--- src/cpu_consts.svh ---
`ifndef CPU_CONSTS_SVH
`define CPU_CONSTS_SVH

// width of a data or address word
`define WORD_W 32

// register file addressing
// five index bits reach all 32 registers
`define REG_ADDR_W 5
`define REG_COUNT 32

// data memory depth in words
// byte addresses map onto word entries, upper bits wrap
`define DMEM_WORDS 256

`endif

--- src/cpu_types_pkg.sv ---
`include "cpu_consts.svh"

package cpu_types_pkg;

	// basic datapath words
	typedef logic [`WORD_W-1:0] word_t;
	typedef logic [`REG_ADDR_W-1:0] regbits_t;

	// primary opcode field, bits 31:26 of the instruction
	typedef enum logic [5:0] {
		RTYPE = 6'b000000,
		J     = 6'b000010,
		BEQ   = 6'b000100,
		ADDI  = 6'b001000,
		ORI   = 6'b001101,
		LUI   = 6'b001111,
		LW    = 6'b100011,
		SW    = 6'b101011,
		HALT  = 6'b111111
	} opcode_t;

	// function field of r-type instructions, bits 5:0
	typedef enum logic [5:0] {
		JR   = 6'b001000,
		ADD  = 6'b100000,
		ADDU = 6'b100001,
		SUB  = 6'b100010,
		AND  = 6'b100100,
		OR   = 6'b100101,
		SLT  = 6'b101010
	} funct_t;

endpackage

--- src/datapath_mux_pkg.sv ---
package datapath_mux_pkg;

	import cpu_types_pkg::*;

	// which instruction field names the write register
	typedef enum logic [1:0] {
		SEL_RD = 2'd0,
		SEL_RT = 2'd1,
		// link register for jal
		SEL_RA = 2'd2
	} reg_dest_sel_t;

	// source of the write-back data
	typedef enum logic [1:0] {
		SEL_RESULT  = 2'd0,
		SEL_MEMDATA = 2'd1,
		SEL_NPC     = 2'd2
	} mem_to_reg_sel_t;

	// fields a cpu tracker follows down the pipe
	typedef struct packed {
		word_t pc;
		word_t next_pc;
		word_t instruction;
		opcode_t opcode;
		funct_t funct;
	} trace_t;

	// bundle leaving the execute stage
	typedef struct packed {
		logic wen;
		logic mem_read;
		logic mem_write;
		logic halt;
		reg_dest_sel_t reg_dest;
		mem_to_reg_sel_t mem_to_reg;
		word_t result;
		word_t store_data;
		regbits_t rt;
		regbits_t rd;
		trace_t trace;
	} ex_mem_t;

	// contents of the MEM/WB stage register
	typedef struct packed {
		logic wen;
		logic halt;
		reg_dest_sel_t reg_dest;
		mem_to_reg_sel_t mem_to_reg;
		word_t result;
		word_t mem_data;
		regbits_t rt;
		regbits_t rd;
		trace_t trace;
	} mem_wb_t;

endpackage

--- src/mem_wb_reg.sv ---
`timescale 1ns/1ps

module mem_wb_reg (
	input logic CLK,
	input logic nRST,
	input datapath_mux_pkg::ex_mem_t ex_mem,
	input cpu_types_pkg::word_t load_data,
	input logic enable,
	input logic flush,
	output datapath_mux_pkg::mem_wb_t mem_wb
);
	import cpu_types_pkg::*;
	import datapath_mux_pkg::*;

	mem_wb_t wb_reg;
	mem_wb_t wb_nxt;

	// empty slot, register indices are passed in so flush can keep them
	function automatic mem_wb_t bubble(input regbits_t rt, input regbits_t rd);
		mem_wb_t b;
		b = '0;
		b.reg_dest = SEL_RD;
		b.mem_to_reg = SEL_RESULT;
		b.rt = rt;
		b.rd = rd;
		// tracker sees a nop rather than an all-zero funct
		b.trace.opcode = RTYPE;
		b.trace.funct = ADD;
		return b;
	endfunction

	assign mem_wb = wb_reg;

	always_comb begin : nxt_logic
		// hold by default, covers enable low
		wb_nxt = wb_reg;

		if (flush) begin
			// flush wins over enable
			wb_nxt = bubble(wb_reg.rt, wb_reg.rd);
		end else if (enable) begin
			wb_nxt.wen = ex_mem.wen;
			wb_nxt.halt = ex_mem.halt;
			wb_nxt.reg_dest = ex_mem.reg_dest;
			wb_nxt.mem_to_reg = ex_mem.mem_to_reg;
			wb_nxt.result = ex_mem.result;
			wb_nxt.mem_data = load_data;
			wb_nxt.rt = ex_mem.rt;
			wb_nxt.rd = ex_mem.rd;

			// tracker fields ride along unchanged
			wb_nxt.trace = ex_mem.trace;
		end
	end

	always_ff @(posedge CLK, negedge nRST) begin : reg_logic
		if (!nRST) begin
			wb_reg <= bubble('0, '0);
		end else begin
			wb_reg <= wb_nxt;
		end
	end

endmodule

--- config.mk ---
export PLATFORM = sky130hd
export DESIGN_NAME = mem_wb_reg
export DESIGN_NICKNAME = d
export VERILOG_FILES = /design/src/cpu_types_pkg.sv /design/src/datapath_mux_pkg.sv /design/src/mem_wb_reg.sv
export VERILOG_INCLUDE_DIRS = /design/src /design/src/src
export SDC_FILE = /design/constraint.sdc
export NUM_CORES = 1
export LEC_CHECK = 0
export BUFFER_PORTS_ARGS = -buffer_cell sky130_fd_sc_hd__buf_2
export CORE_AREA = 2 2 159 161
export CTS_CLUSTER_DIAMETER = 50
export DETAILED_ROUTE_END_ITERATION = 12
export DIE_AREA = 0 0 161 163
export PLACE_DENSITY = 0.62
export SLEW_MARGIN = 30
export SYNTH_ARGS = -nofsm -noshare
export SYNTH_HDL_FRONTEND = slang
export SYNTH_SLANG_ARGS = --single-unit
--- constraint.sdc ---
create_clock -name CLK -period 1 [get_ports CLK]
set_input_delay 0.1 -clock CLK [delete_from_list [all_inputs] [get_ports CLK]]
set_output_delay 0.1 -clock CLK [all_outputs]
set_load 0.05 [all_outputs]
==> metrics.yaml <==
routing:
  wl_mm: 25.9
  viasPerCell: 4.46
  first_pass_iters: 4
  drc: 0
  first_iter_violations: 339
  ant_nets: 0
  vias: 7086
  routedWlPerCell_um: 16.3
clocking:
  insertion_delay_ns: 0.41
  cts_buffer_depth: 2
  clkTransAtPathRegs_ns: 0.08
  cts_max_level: 4
  cts_tree: "built"
  cts_made_buffers: 17
  clock-root-buffer: "clkbuf_16"
  cts.sinks: 188
global_route:
  gr-total-overflow: 0
  grt_pass1_wl_mm: 39.1
  grt_pass1_vias: 7438
  grt_max_degree: 71
  antenna_found_initial: 0
  track_usage_pct: 18.7
worst_setup_path:
  path_cells: "buf_8"
  reg2reg_depth: 4
  critical-path-slowest-cell: "dfstp_2"
  r2r_slack_ns: 0.03
  critPathBufInv: 1
  cpPeakStageDelay_ns: 0.55
  crit_start: "mem_wb[5]"
  required_ns: 0.90
  startpoint_type: "register"
  reg2reg_from: "mem_wb[98]"
  criticalPathCategory: "reg -> out"
  crit_fanout: 2
  path_depth: 1
  cp_data_arrival_time_ns: 1.12
  cp-end-kind: "primary output"
  r2r-end: "mem_wb[98]"
  path_delay_family: "flip-flops"
run:
  drv_cap: 0
sta:
  slew_viol_final: 0
  grt_setup_unrepaired: "yes"
  max_slew_margin_pct: 76.6
  fin_skew_ns: 0
  hold_viol_final: 0
  finalWorstSetupSlack_ns: -0.223
  setup_viol: 188
  fmax_ghz: 0.818
  tightest_slew_ns: 0.351
  final.min_clock_period_ns: 1.22
  period_share_pct: 122
finish:
  fill_cells: 1892
  area_delta_synth_final_pct: 86.9
  layout.nets: 1472
  fin_cells: 1589
  final_cell_mix: "dlygate4sd3_1 (190), buf_2 (188), buf_6 (188)"
  fin_util_pct: 57.7
  largest_register_ffs: 188
  seqCellArea_um2: 4710
  final_common_cell: "dlygate4sd3_1"
  drive_gt1_share_pct: 41.7
  insertedDiodeCount: 0
  multiInputGateArea_um2: 2580
synth:
  synth_seq_cells: 188
  synth_seq_area_share_pct: 61.7
  yosysWarnings: 0
  synth_nets: 822
  synth_top_area_share_pct: 61.4
  synthCells: 596
  synth_area_um2: 7620
  yosysTopAreaCell: "dfrtp_1"
  synth.area.top_cells: "dfrtp_1 (61%), mux2i_1 (23%), nor2_1 (8.7%)"
  ys_types: 14
  avgSynthCellArea_um2: 12.8
floorplan:
  placementRows: 58
  die_y_um: 163
  die_area_um2: 26200
  fp.dieW_um: 161
  core_area_um2: 24700
  ios: 414
  start_util_pct: 30.9
outcome:
  violations: "setup timing"
  status: "finished, violations left"
pwr:
  ir_drop_v: 0.00105
  power_density_nw_per_um2: 1450
  power_frac_comb_pct: 26.6
  intPower_mw: 14.0
  p_leak_nw: 7.47
  power.total_mw: 20.6
  switchingPower_mw: 6.65
  clkPwrFrac_pct: 32.5
  p_sw_share_pct: 32.2
  pwr-share-seq_pct: 40.9
placement:
  gp_congestion: 0.794
  place_inst: 1311
  dp_hpwl_mm: 15.0
  portBuffers: 379
hold_path:
  hold_class: "in -> async"
## how the worst max path moves through the flow
stage | slack [ns] | endpoint
2_1_floorplan | 0.01 | mem_wb[108]
3_3_place_gp | 0.005 | mem_wb[147]
3_5_place_dp | -0.02 | mem_wb[93]
4_1_cts | -0.25 | mem_wb[5]
5_1_grt | -0.27 | mem_wb[5]
6_report | -0.22 | mem_wb[5]
## cell type report
cell class | count | share of cell area, %
Timing Repair Buffer | 672 | 41.9
Clock buffer | 20 | 3.21
Clock inverter | 12 | 0.878
Tap cell | 330 | 2.90
Sequential cell | 188 | 33.0
Multi-Input combinational cell | 367 | 18.1
## timing repair
action                     in CTS  in global routing
setup buffers                  14                 42
setup endpoints to repair     188                188
hold endpoints to repair      376                  0
resized for setup             377                  0
hold buffers                  190                  0
## logic make-up after synthesis
family	share of synthesized area [%]
DFF	61.7
muxes	24.7
and+or+nand+nor	8.98
buffers and inverters	4.45
AOI/OAI and AO/OA	0.115
## routing by layer
layer	track usage, %	vias up	share of wire [%]	wire, um
met1	21.7	3443	39	10000
met2	33.1	317	51	13200
met3	5.47	51	7.5	1930
met5	0	-	0	0
li1	-	3275	-	-
met4	6.45	0	2.7	686
## cell usage after synthesis
| cell | count |
|---|---|
| a211o_1 | 1 |
| buf_1 | 3 |
| buf_2 | 4 |
| buf_4 | 7 |
| buf_6 | 4 |
| buf_8 | 11 |
| clkbuf_1 | 12 |
| dfrtp_1 | 187 |
| dfstp_2 | 1 |
| mux2_2 | 10 |
| mux2i_1 | 177 |
| nor2_1 | 177 |
| nor2b_1 | 1 |
| nor2b_4 | 1 |
## metrics by stage
step / worst slack, ns / setup TNS [ns] / hold slack, ns / cell area, um^2
global route: -0.266 / -22.89 / 0.0519 / 14200
global placement: 0.00549 / 0 / -0.0605 / 10200
detailed placement: -0.0198 / -0.0836 / -0.0629 / 10200
floorplan: 0.0118 / 0 / -0.196 / 7620
CTS: -0.251 / -18.98 / 0.0413 / 13900
finish: -0.223 / -14.46 / 0.0757 / 14200
## power by group through the flow
| stage | Clock [mW] | Sequential [mW] | Combinational (mW) |
|---|---|---|---|
| floorplan | 0 | 10.1 | 1.01 |
| global placement | 0 | 8.43 | 4.04 |
| detailed placement | 0 | 8.44 | 4.08 |
| CTS | 6.92 | 8.42 | 5.28 |
| global route | 7.20 | 8.49 | 5.75 |
| finish | 6.69 | 8.44 | 5.49 |
No activity file was read; power rests on OpenSTA's default activity.
