### config.mk
export PLATFORM = sky130hd
export DESIGN_NAME = reg_writeback
export DESIGN_NICKNAME = d
export VERILOG_FILES = /design/src/cpu_types_pkg.sv /design/src/datapath_mux_pkg.sv /design/src/reg_writeback.sv
export VERILOG_INCLUDE_DIRS = /design/src /design/src/src
export SDC_FILE = /design/constraint.sdc
export NUM_CORES = 2
export LEC_CHECK = 0
export BUFFER_PORTS_ARGS = -buffer_cell sky130_fd_sc_hd__buf_2
export CAP_MARGIN = 5
export CELL_PAD_IN_SITES_DETAIL_PLACEMENT = 0
export CELL_PAD_IN_SITES_GLOBAL_PLACEMENT = 1
export CORE_ASPECT_RATIO = 1.1
export CORE_MARGIN = 2
export CORE_UTILIZATION = 56
export CTS_CLUSTER_SIZE = 16
export DETAILED_ROUTE_END_ITERATION = 7
export PLACE_DENSITY_LB_ADDON = 0.1
export SLEW_MARGIN = 10
export SYNTH_ARGS = -nofsm -noshare
export SYNTH_HDL_FRONTEND = slang
export SYNTH_SLANG_ARGS = --single-unit
### constraint.sdc
create_clock -name CLK -period 3.3 [get_ports CLK]
set_clock_uncertainty 0.15 [all_clocks]
set_input_delay 0 -clock CLK [delete_from_list [all_inputs] [get_ports CLK]]
set_output_delay 0 -clock CLK [all_outputs]
set_load 0.005 [all_outputs]
### src/cpu_consts.svh
`ifndef CPU_CONSTS_SVH
`define CPU_CONSTS_SVH

// width of a data or address word
`define WORD_W 32

// register file addressing
// five index bits reach all 32 registers
`define REG_ADDR_W 5
`define REG_COUNT 32

// data memory depth in words
// byte addresses map onto word entries, upper bits wrap
`define DMEM_WORDS 256

`endif

### src/cpu_types_pkg.sv
`include "cpu_consts.svh"

package cpu_types_pkg;

	// basic datapath words
	typedef logic [`WORD_W-1:0] word_t;
	typedef logic [`REG_ADDR_W-1:0] regbits_t;

	// primary opcode field, bits 31:26 of the instruction
	typedef enum logic [5:0] {
		RTYPE = 6'b000000,
		J     = 6'b000010,
		BEQ   = 6'b000100,
		ADDI  = 6'b001000,
		ORI   = 6'b001101,
		LUI   = 6'b001111,
		LW    = 6'b100011,
		SW    = 6'b101011,
		HALT  = 6'b111111
	} opcode_t;

	// function field of r-type instructions, bits 5:0
	typedef enum logic [5:0] {
		JR   = 6'b001000,
		ADD  = 6'b100000,
		ADDU = 6'b100001,
		SUB  = 6'b100010,
		AND  = 6'b100100,
		OR   = 6'b100101,
		SLT  = 6'b101010
	} funct_t;

endpackage

### src/datapath_mux_pkg.sv
package datapath_mux_pkg;

	import cpu_types_pkg::*;

	// which instruction field names the write register
	typedef enum logic [1:0] {
		SEL_RD = 2'd0,
		SEL_RT = 2'd1,
		// link register for jal
		SEL_RA = 2'd2
	} reg_dest_sel_t;

	// source of the write-back data
	typedef enum logic [1:0] {
		SEL_RESULT  = 2'd0,
		SEL_MEMDATA = 2'd1,
		SEL_NPC     = 2'd2
	} mem_to_reg_sel_t;

	// fields a cpu tracker follows down the pipe
	typedef struct packed {
		word_t pc;
		word_t next_pc;
		word_t instruction;
		opcode_t opcode;
		funct_t funct;
	} trace_t;

	// bundle leaving the execute stage
	typedef struct packed {
		logic wen;
		logic mem_read;
		logic mem_write;
		logic halt;
		reg_dest_sel_t reg_dest;
		mem_to_reg_sel_t mem_to_reg;
		word_t result;
		word_t store_data;
		regbits_t rt;
		regbits_t rd;
		trace_t trace;
	} ex_mem_t;

	// contents of the MEM/WB stage register
	typedef struct packed {
		logic wen;
		logic halt;
		reg_dest_sel_t reg_dest;
		mem_to_reg_sel_t mem_to_reg;
		word_t result;
		word_t mem_data;
		regbits_t rt;
		regbits_t rd;
		trace_t trace;
	} mem_wb_t;

endpackage

### src/reg_writeback.sv
`timescale 1ns/1ps
`include "cpu_consts.svh"

module reg_writeback (
	input logic CLK,
	input logic nRST,
	input datapath_mux_pkg::mem_wb_t mem_wb,
	input cpu_types_pkg::regbits_t rsel1,
	input cpu_types_pkg::regbits_t rsel2,
	output cpu_types_pkg::word_t rdat1,
	output cpu_types_pkg::word_t rdat2
);
	import cpu_types_pkg::*;
	import datapath_mux_pkg::*;

	// jal links through the last register
	localparam regbits_t RA_IDX = regbits_t'(`REG_COUNT - 1);

	word_t regs [`REG_COUNT];
	regbits_t wsel;
	word_t wdat;
	logic wr_en;

	// destination register
	always_comb begin : dest_mux
		case (mem_wb.reg_dest)
			SEL_RT:  wsel = mem_wb.rt;
			SEL_RA:  wsel = RA_IDX;
			default: wsel = mem_wb.rd;
		endcase
	end

	// write data
	always_comb begin : data_mux
		case (mem_wb.mem_to_reg)
			SEL_MEMDATA: wdat = mem_wb.mem_data;
			SEL_NPC:     wdat = mem_wb.trace.next_pc;
			default:     wdat = mem_wb.result;
		endcase
	end

	// writes to r0 are dropped
	assign wr_en = mem_wb.wen && (wsel != '0);

	always_ff @(posedge CLK, negedge nRST) begin
		if (!nRST) begin
			for (int i = 0; i < `REG_COUNT; i++) begin
				regs[i] <= '0;
			end
		end else if (wr_en) begin
			regs[wsel] <= wdat;
		end
	end

	// no bypass, a write shows up after the edge
	assign rdat1 = (rsel1 == '0) ? '0 : regs[rsel1];
	assign rdat2 = (rsel2 == '0) ? '0 : regs[rsel2];

endmodule

==> run_results.csv <==
group,metric,value,unit
status,status,"completed",
critical_path,criticalPathCategory,"register to primary output",
global_route,grt_pass1_vias,41400,
final_layout,drive_gt1_share,46.9,%
synth,synth_nets,4130,
global_route,grt-ovfl-total,0,
detailed_routing,viasPerCell,7.20,
die,rows,120,
synth,synth_fa_ha_area_share,0.113,%
global_route,grt_max_degree,126,
final_layout,area_growth,15.0,%
timing,setup_tns,0,ns
clock_network,clk_pin_slew,0.06,ns
synth,synthDistinctLibCells,51,
critical_path,end_kind,"primary output",
clock_network,tritoncts,"done",
clock_network,cts_buffers,109,
power,leakage,0.0288,uW
timing,whs,0.0401,ns
place,gp_congestion,0.881,
synth,yosysSeqAreaShare,46.4,%
flow_run,maxCapViolations,0,
clock_network,cts-root-buf,"clkbuf_16",
clock_network,cts_setup_buffers,0,
final_layout,fillCellCount,7046,
final_layout,antenna_cells,0,
final_layout,largest_reg_flops,1024,
detailed_routing,routed_wl,192,mm
timing,min_period,3.28,ns
synth,syn-mean-instance-area,14.1,um^2
die,die_area,101000,um^2
global_route,grt_usage,38.2,%
die,dieWidth,304,um
die,coreArea,97600,um^2
critical_path,worst-endpoint-required,3.15,ns
critical_path,crit_slowest_cell,"a2111oi_0",
critical_path,cp-start-kind,"register",
timing,hold_viol,0,
detailed_routing,antenna_left,0,
synth,synth_top_family_by_area,"multiplexers",
clock_network,clock_sinks,1024,
clock_network,clock_latency,0.70,ns
timing,setup_violations,0,
final_layout,reg_top3,"regs (1024)",
synth,muxShareOfSynthArea,41.0,%
place,detailed_place_hpwl,118,mm
clock_network,htreeDepth,3,
detailed_routing,route.detailed.drc,0,
detailed_routing,dr.pass1.iters,5,
timing,rsz0062_at_grt,"no",
timing,period_share,99.5,%
die,ioPinCount,264,
timing,max_freq,0.305,GHz
synth,ys_warn_count,0,
die,chipHeight,333,um
synth,async_flop_share,100,%
critical_path,crit_fanout,3,
detailed_routing,wl_per_cell,35.2,um
critical_path,crit_path_max_incr_delay,0.92,ns
synth,synth_compound_area_share,6.47,%
timing,tightest_slew,1.22,ns
timing,relSlewSlack,18.7,%
die,start_util,56.6,%
synth,syn_inst,3925,
timing,drv_slew,0,
synth,ys_dominant_reg_cell,"dfrtp_1",
synth,synthesis.area,55300,um^2
detailed_routing,first_iter_violations,4057,
critical_path,crit_chain,"mux4_2 -> a22o_1 -> a2111oi_0 -> nor3_1 -> buf_2",
synth,synth_xor_xnor_area_share,0,%
clock_network,cts.path.max_buffers,3,
global_route,grt_pass1_wl,280,mm
power,peakVddDrop,0.502,mV
synth,synthSimpleGateAreaFrac,2.45,%
synth,synth_edf_count,0,
final_layout,nNetsFinal,4286,
power,powerDensity,704,nW/um^2
synth,synth.ff_latch_count,1024,
global_route,antenna_found_initial,7,
worst_hold_path,min_path_type,"primary input to register",
place,port_buffers,186,
critical_path,crit_arrival,3.13,ns
final_layout,regMostFlops,"regs",
detailed_routing,vias,39200,
[through the flow]
stage	area [um^2]	instances	utilization [%]	setup slack, ns	total power [uW]
2_1_floorplan	55300	3925	-	0.856	27600
3_3_place_gp	59200	5192	60.7	0.307	30700
3_5_place_dp	59200	5192	60.7	0.277	31700
4_1_cts	63500	5444	65.1	0.0351	44600
5_1_grt	63600	5445	65.1	0.00359	46600
6_report	63600	5445	65.1	0.0178	44700
[synthesized netlist by cell type (all sizes together), types with 3 or more instances]
master / n / area [um^2]
nor2: 6 / 22.5
dfrtp: 1024 / 25600
or4: 3 / 26.3
a211oi: 59 / 453
or3: 4 / 25.0
a211o: 6 / 52.6
ha: 5 / 62.6
or2: 3 / 18.8
nor4: 34 / 234
mux2i: 340 / 3400
buf: 173 / 888
nor3: 49 / 320
nand3: 4 / 20.0
o221ai: 14 / 123
a22oi: 139 / 1040
and2: 4 / 25.0
nor2b: 58 / 363
nand4: 6 / 37.5
a22o: 58 / 508
a21oi: 54 / 270
nand2: 39 / 146
nand2b: 5 / 31.3
mux4: 343 / 7720
a2111oi: 51 / 447
o21ai: 64 / 320
inv: 5 / 18.8
mux2: 1026 / 11600
o22ai: 48 / 300
clkbuf: 284 / 1070
[critical path, delay by kind of cell, from the launching register on]
kind / cells / cell delay [ns]
buf+inv: 1 / 0.21
mux: 1 / 0.47
simple gates: 1 / 0.21
compound gates: 2 / 1.15
flops: 1 / 0.40
[cells by family after synthesis]
group,after synthesis
buf+inv,462
simple gates,225
fa+ha+maj,5
flops,1024
mux,1709
compound gates,500
[routing by layer]
| layer | up-vias | wire length (um) | track usage [%] |
|---|---|---|---|
| met2 | 2210 | 91100 | 60.9 |
| li1 | 15500 | - | - |
| met3 | 683 | 16200 | 7.28 |
| met5 | - | 51 | 0 |
| met4 | 8 | 12100 | 20.8 |
| met1 | 20800 | 72400 | 49.4 |
[cell type report]
| type | instances | area, um^2 | area share [%] |
|---|---|---|---|
| sequential | 1024 | 25600 | 40.3 |
| multi-input combinational | 2439 | 28000 | 44.0 |
| clock inverter | 47 | 586 | 0.921 |
| clock buffer | 147 | 3120 | 4.91 |
| inverter | 5 | 18.8 | 0.0295 |
| timing repair buffer | 502 | 4620 | 7.28 |
| tap | 1281 | 1600 | 2.52 |
[timing repair]
item / 4_1_cts / 5_1_grt
hold endpoints to repair: 1903 / 31
hold buffers: 58 / 1
endpoints found under the setup margin: 0 / 1
resized for setup: 0 / 1
[power breakdown]
part	internal [uW]	switching, uW
sequential	16800	3400
clock	7530	5280
combinational	7060	4690
[worst paths after layout]
kind | from | to | slack [ns] | cells past startpoint
min | mem_wb[114] | regs[90] | 0.04 | 5
max in group asynchronous | nRST | regs[423] | 1.84 | 4
max reg2reg | regs[573] | regs[573] | 2.31 | 1
max | regs[536] | rdat1[24] | 0.02 | 5
min reg2reg | regs[1016] | regs[1016] | 0.25 | 0
min in group asynchronous | nRST | regs[980] | 0.44 | 4
[cells in the final DEF, fill, tap and decap left out, drive strengths merged, types with 2 or more instances in the layout]
cell / netlist / routed
or2: 3 / 3
a2111oi: 51 / 51
and4b: 2 / 2
nor2b: 58 / 58
or3b: 2 / 2
inv: 5 / 7
a211oi: 59 / 59
buf: 173 / 444
clkinv: 0 / 28
mux2: 1026 / 1026
o22ai: 48 / 48
and4: 2 / 2
dlygate4sd3: 0 / 58
bufinv: 0 / 12
nand2b: 5 / 5
mux4: 343 / 343
nor2: 6 / 6
a22oi: 139 / 139
or4: 3 / 3
a21oi: 54 / 54
o21ai: 64 / 64
nor4: 34 / 34
or3: 4 / 4
clkinvlp: 0 / 5
a211o: 6 / 6
ha: 5 / 5
o221ai: 14 / 14
nand3: 4 / 4
dfrtp: 1024 / 1024
nor3: 49 / 49
nand4: 6 / 6
clkbuf: 284 / 147
nand2: 39 / 39
and2: 4 / 4
o211ai: 2 / 2
a22o: 58 / 58
mux2i: 340 / 340
Note: power is estimated with default switching activity, not from simulation.
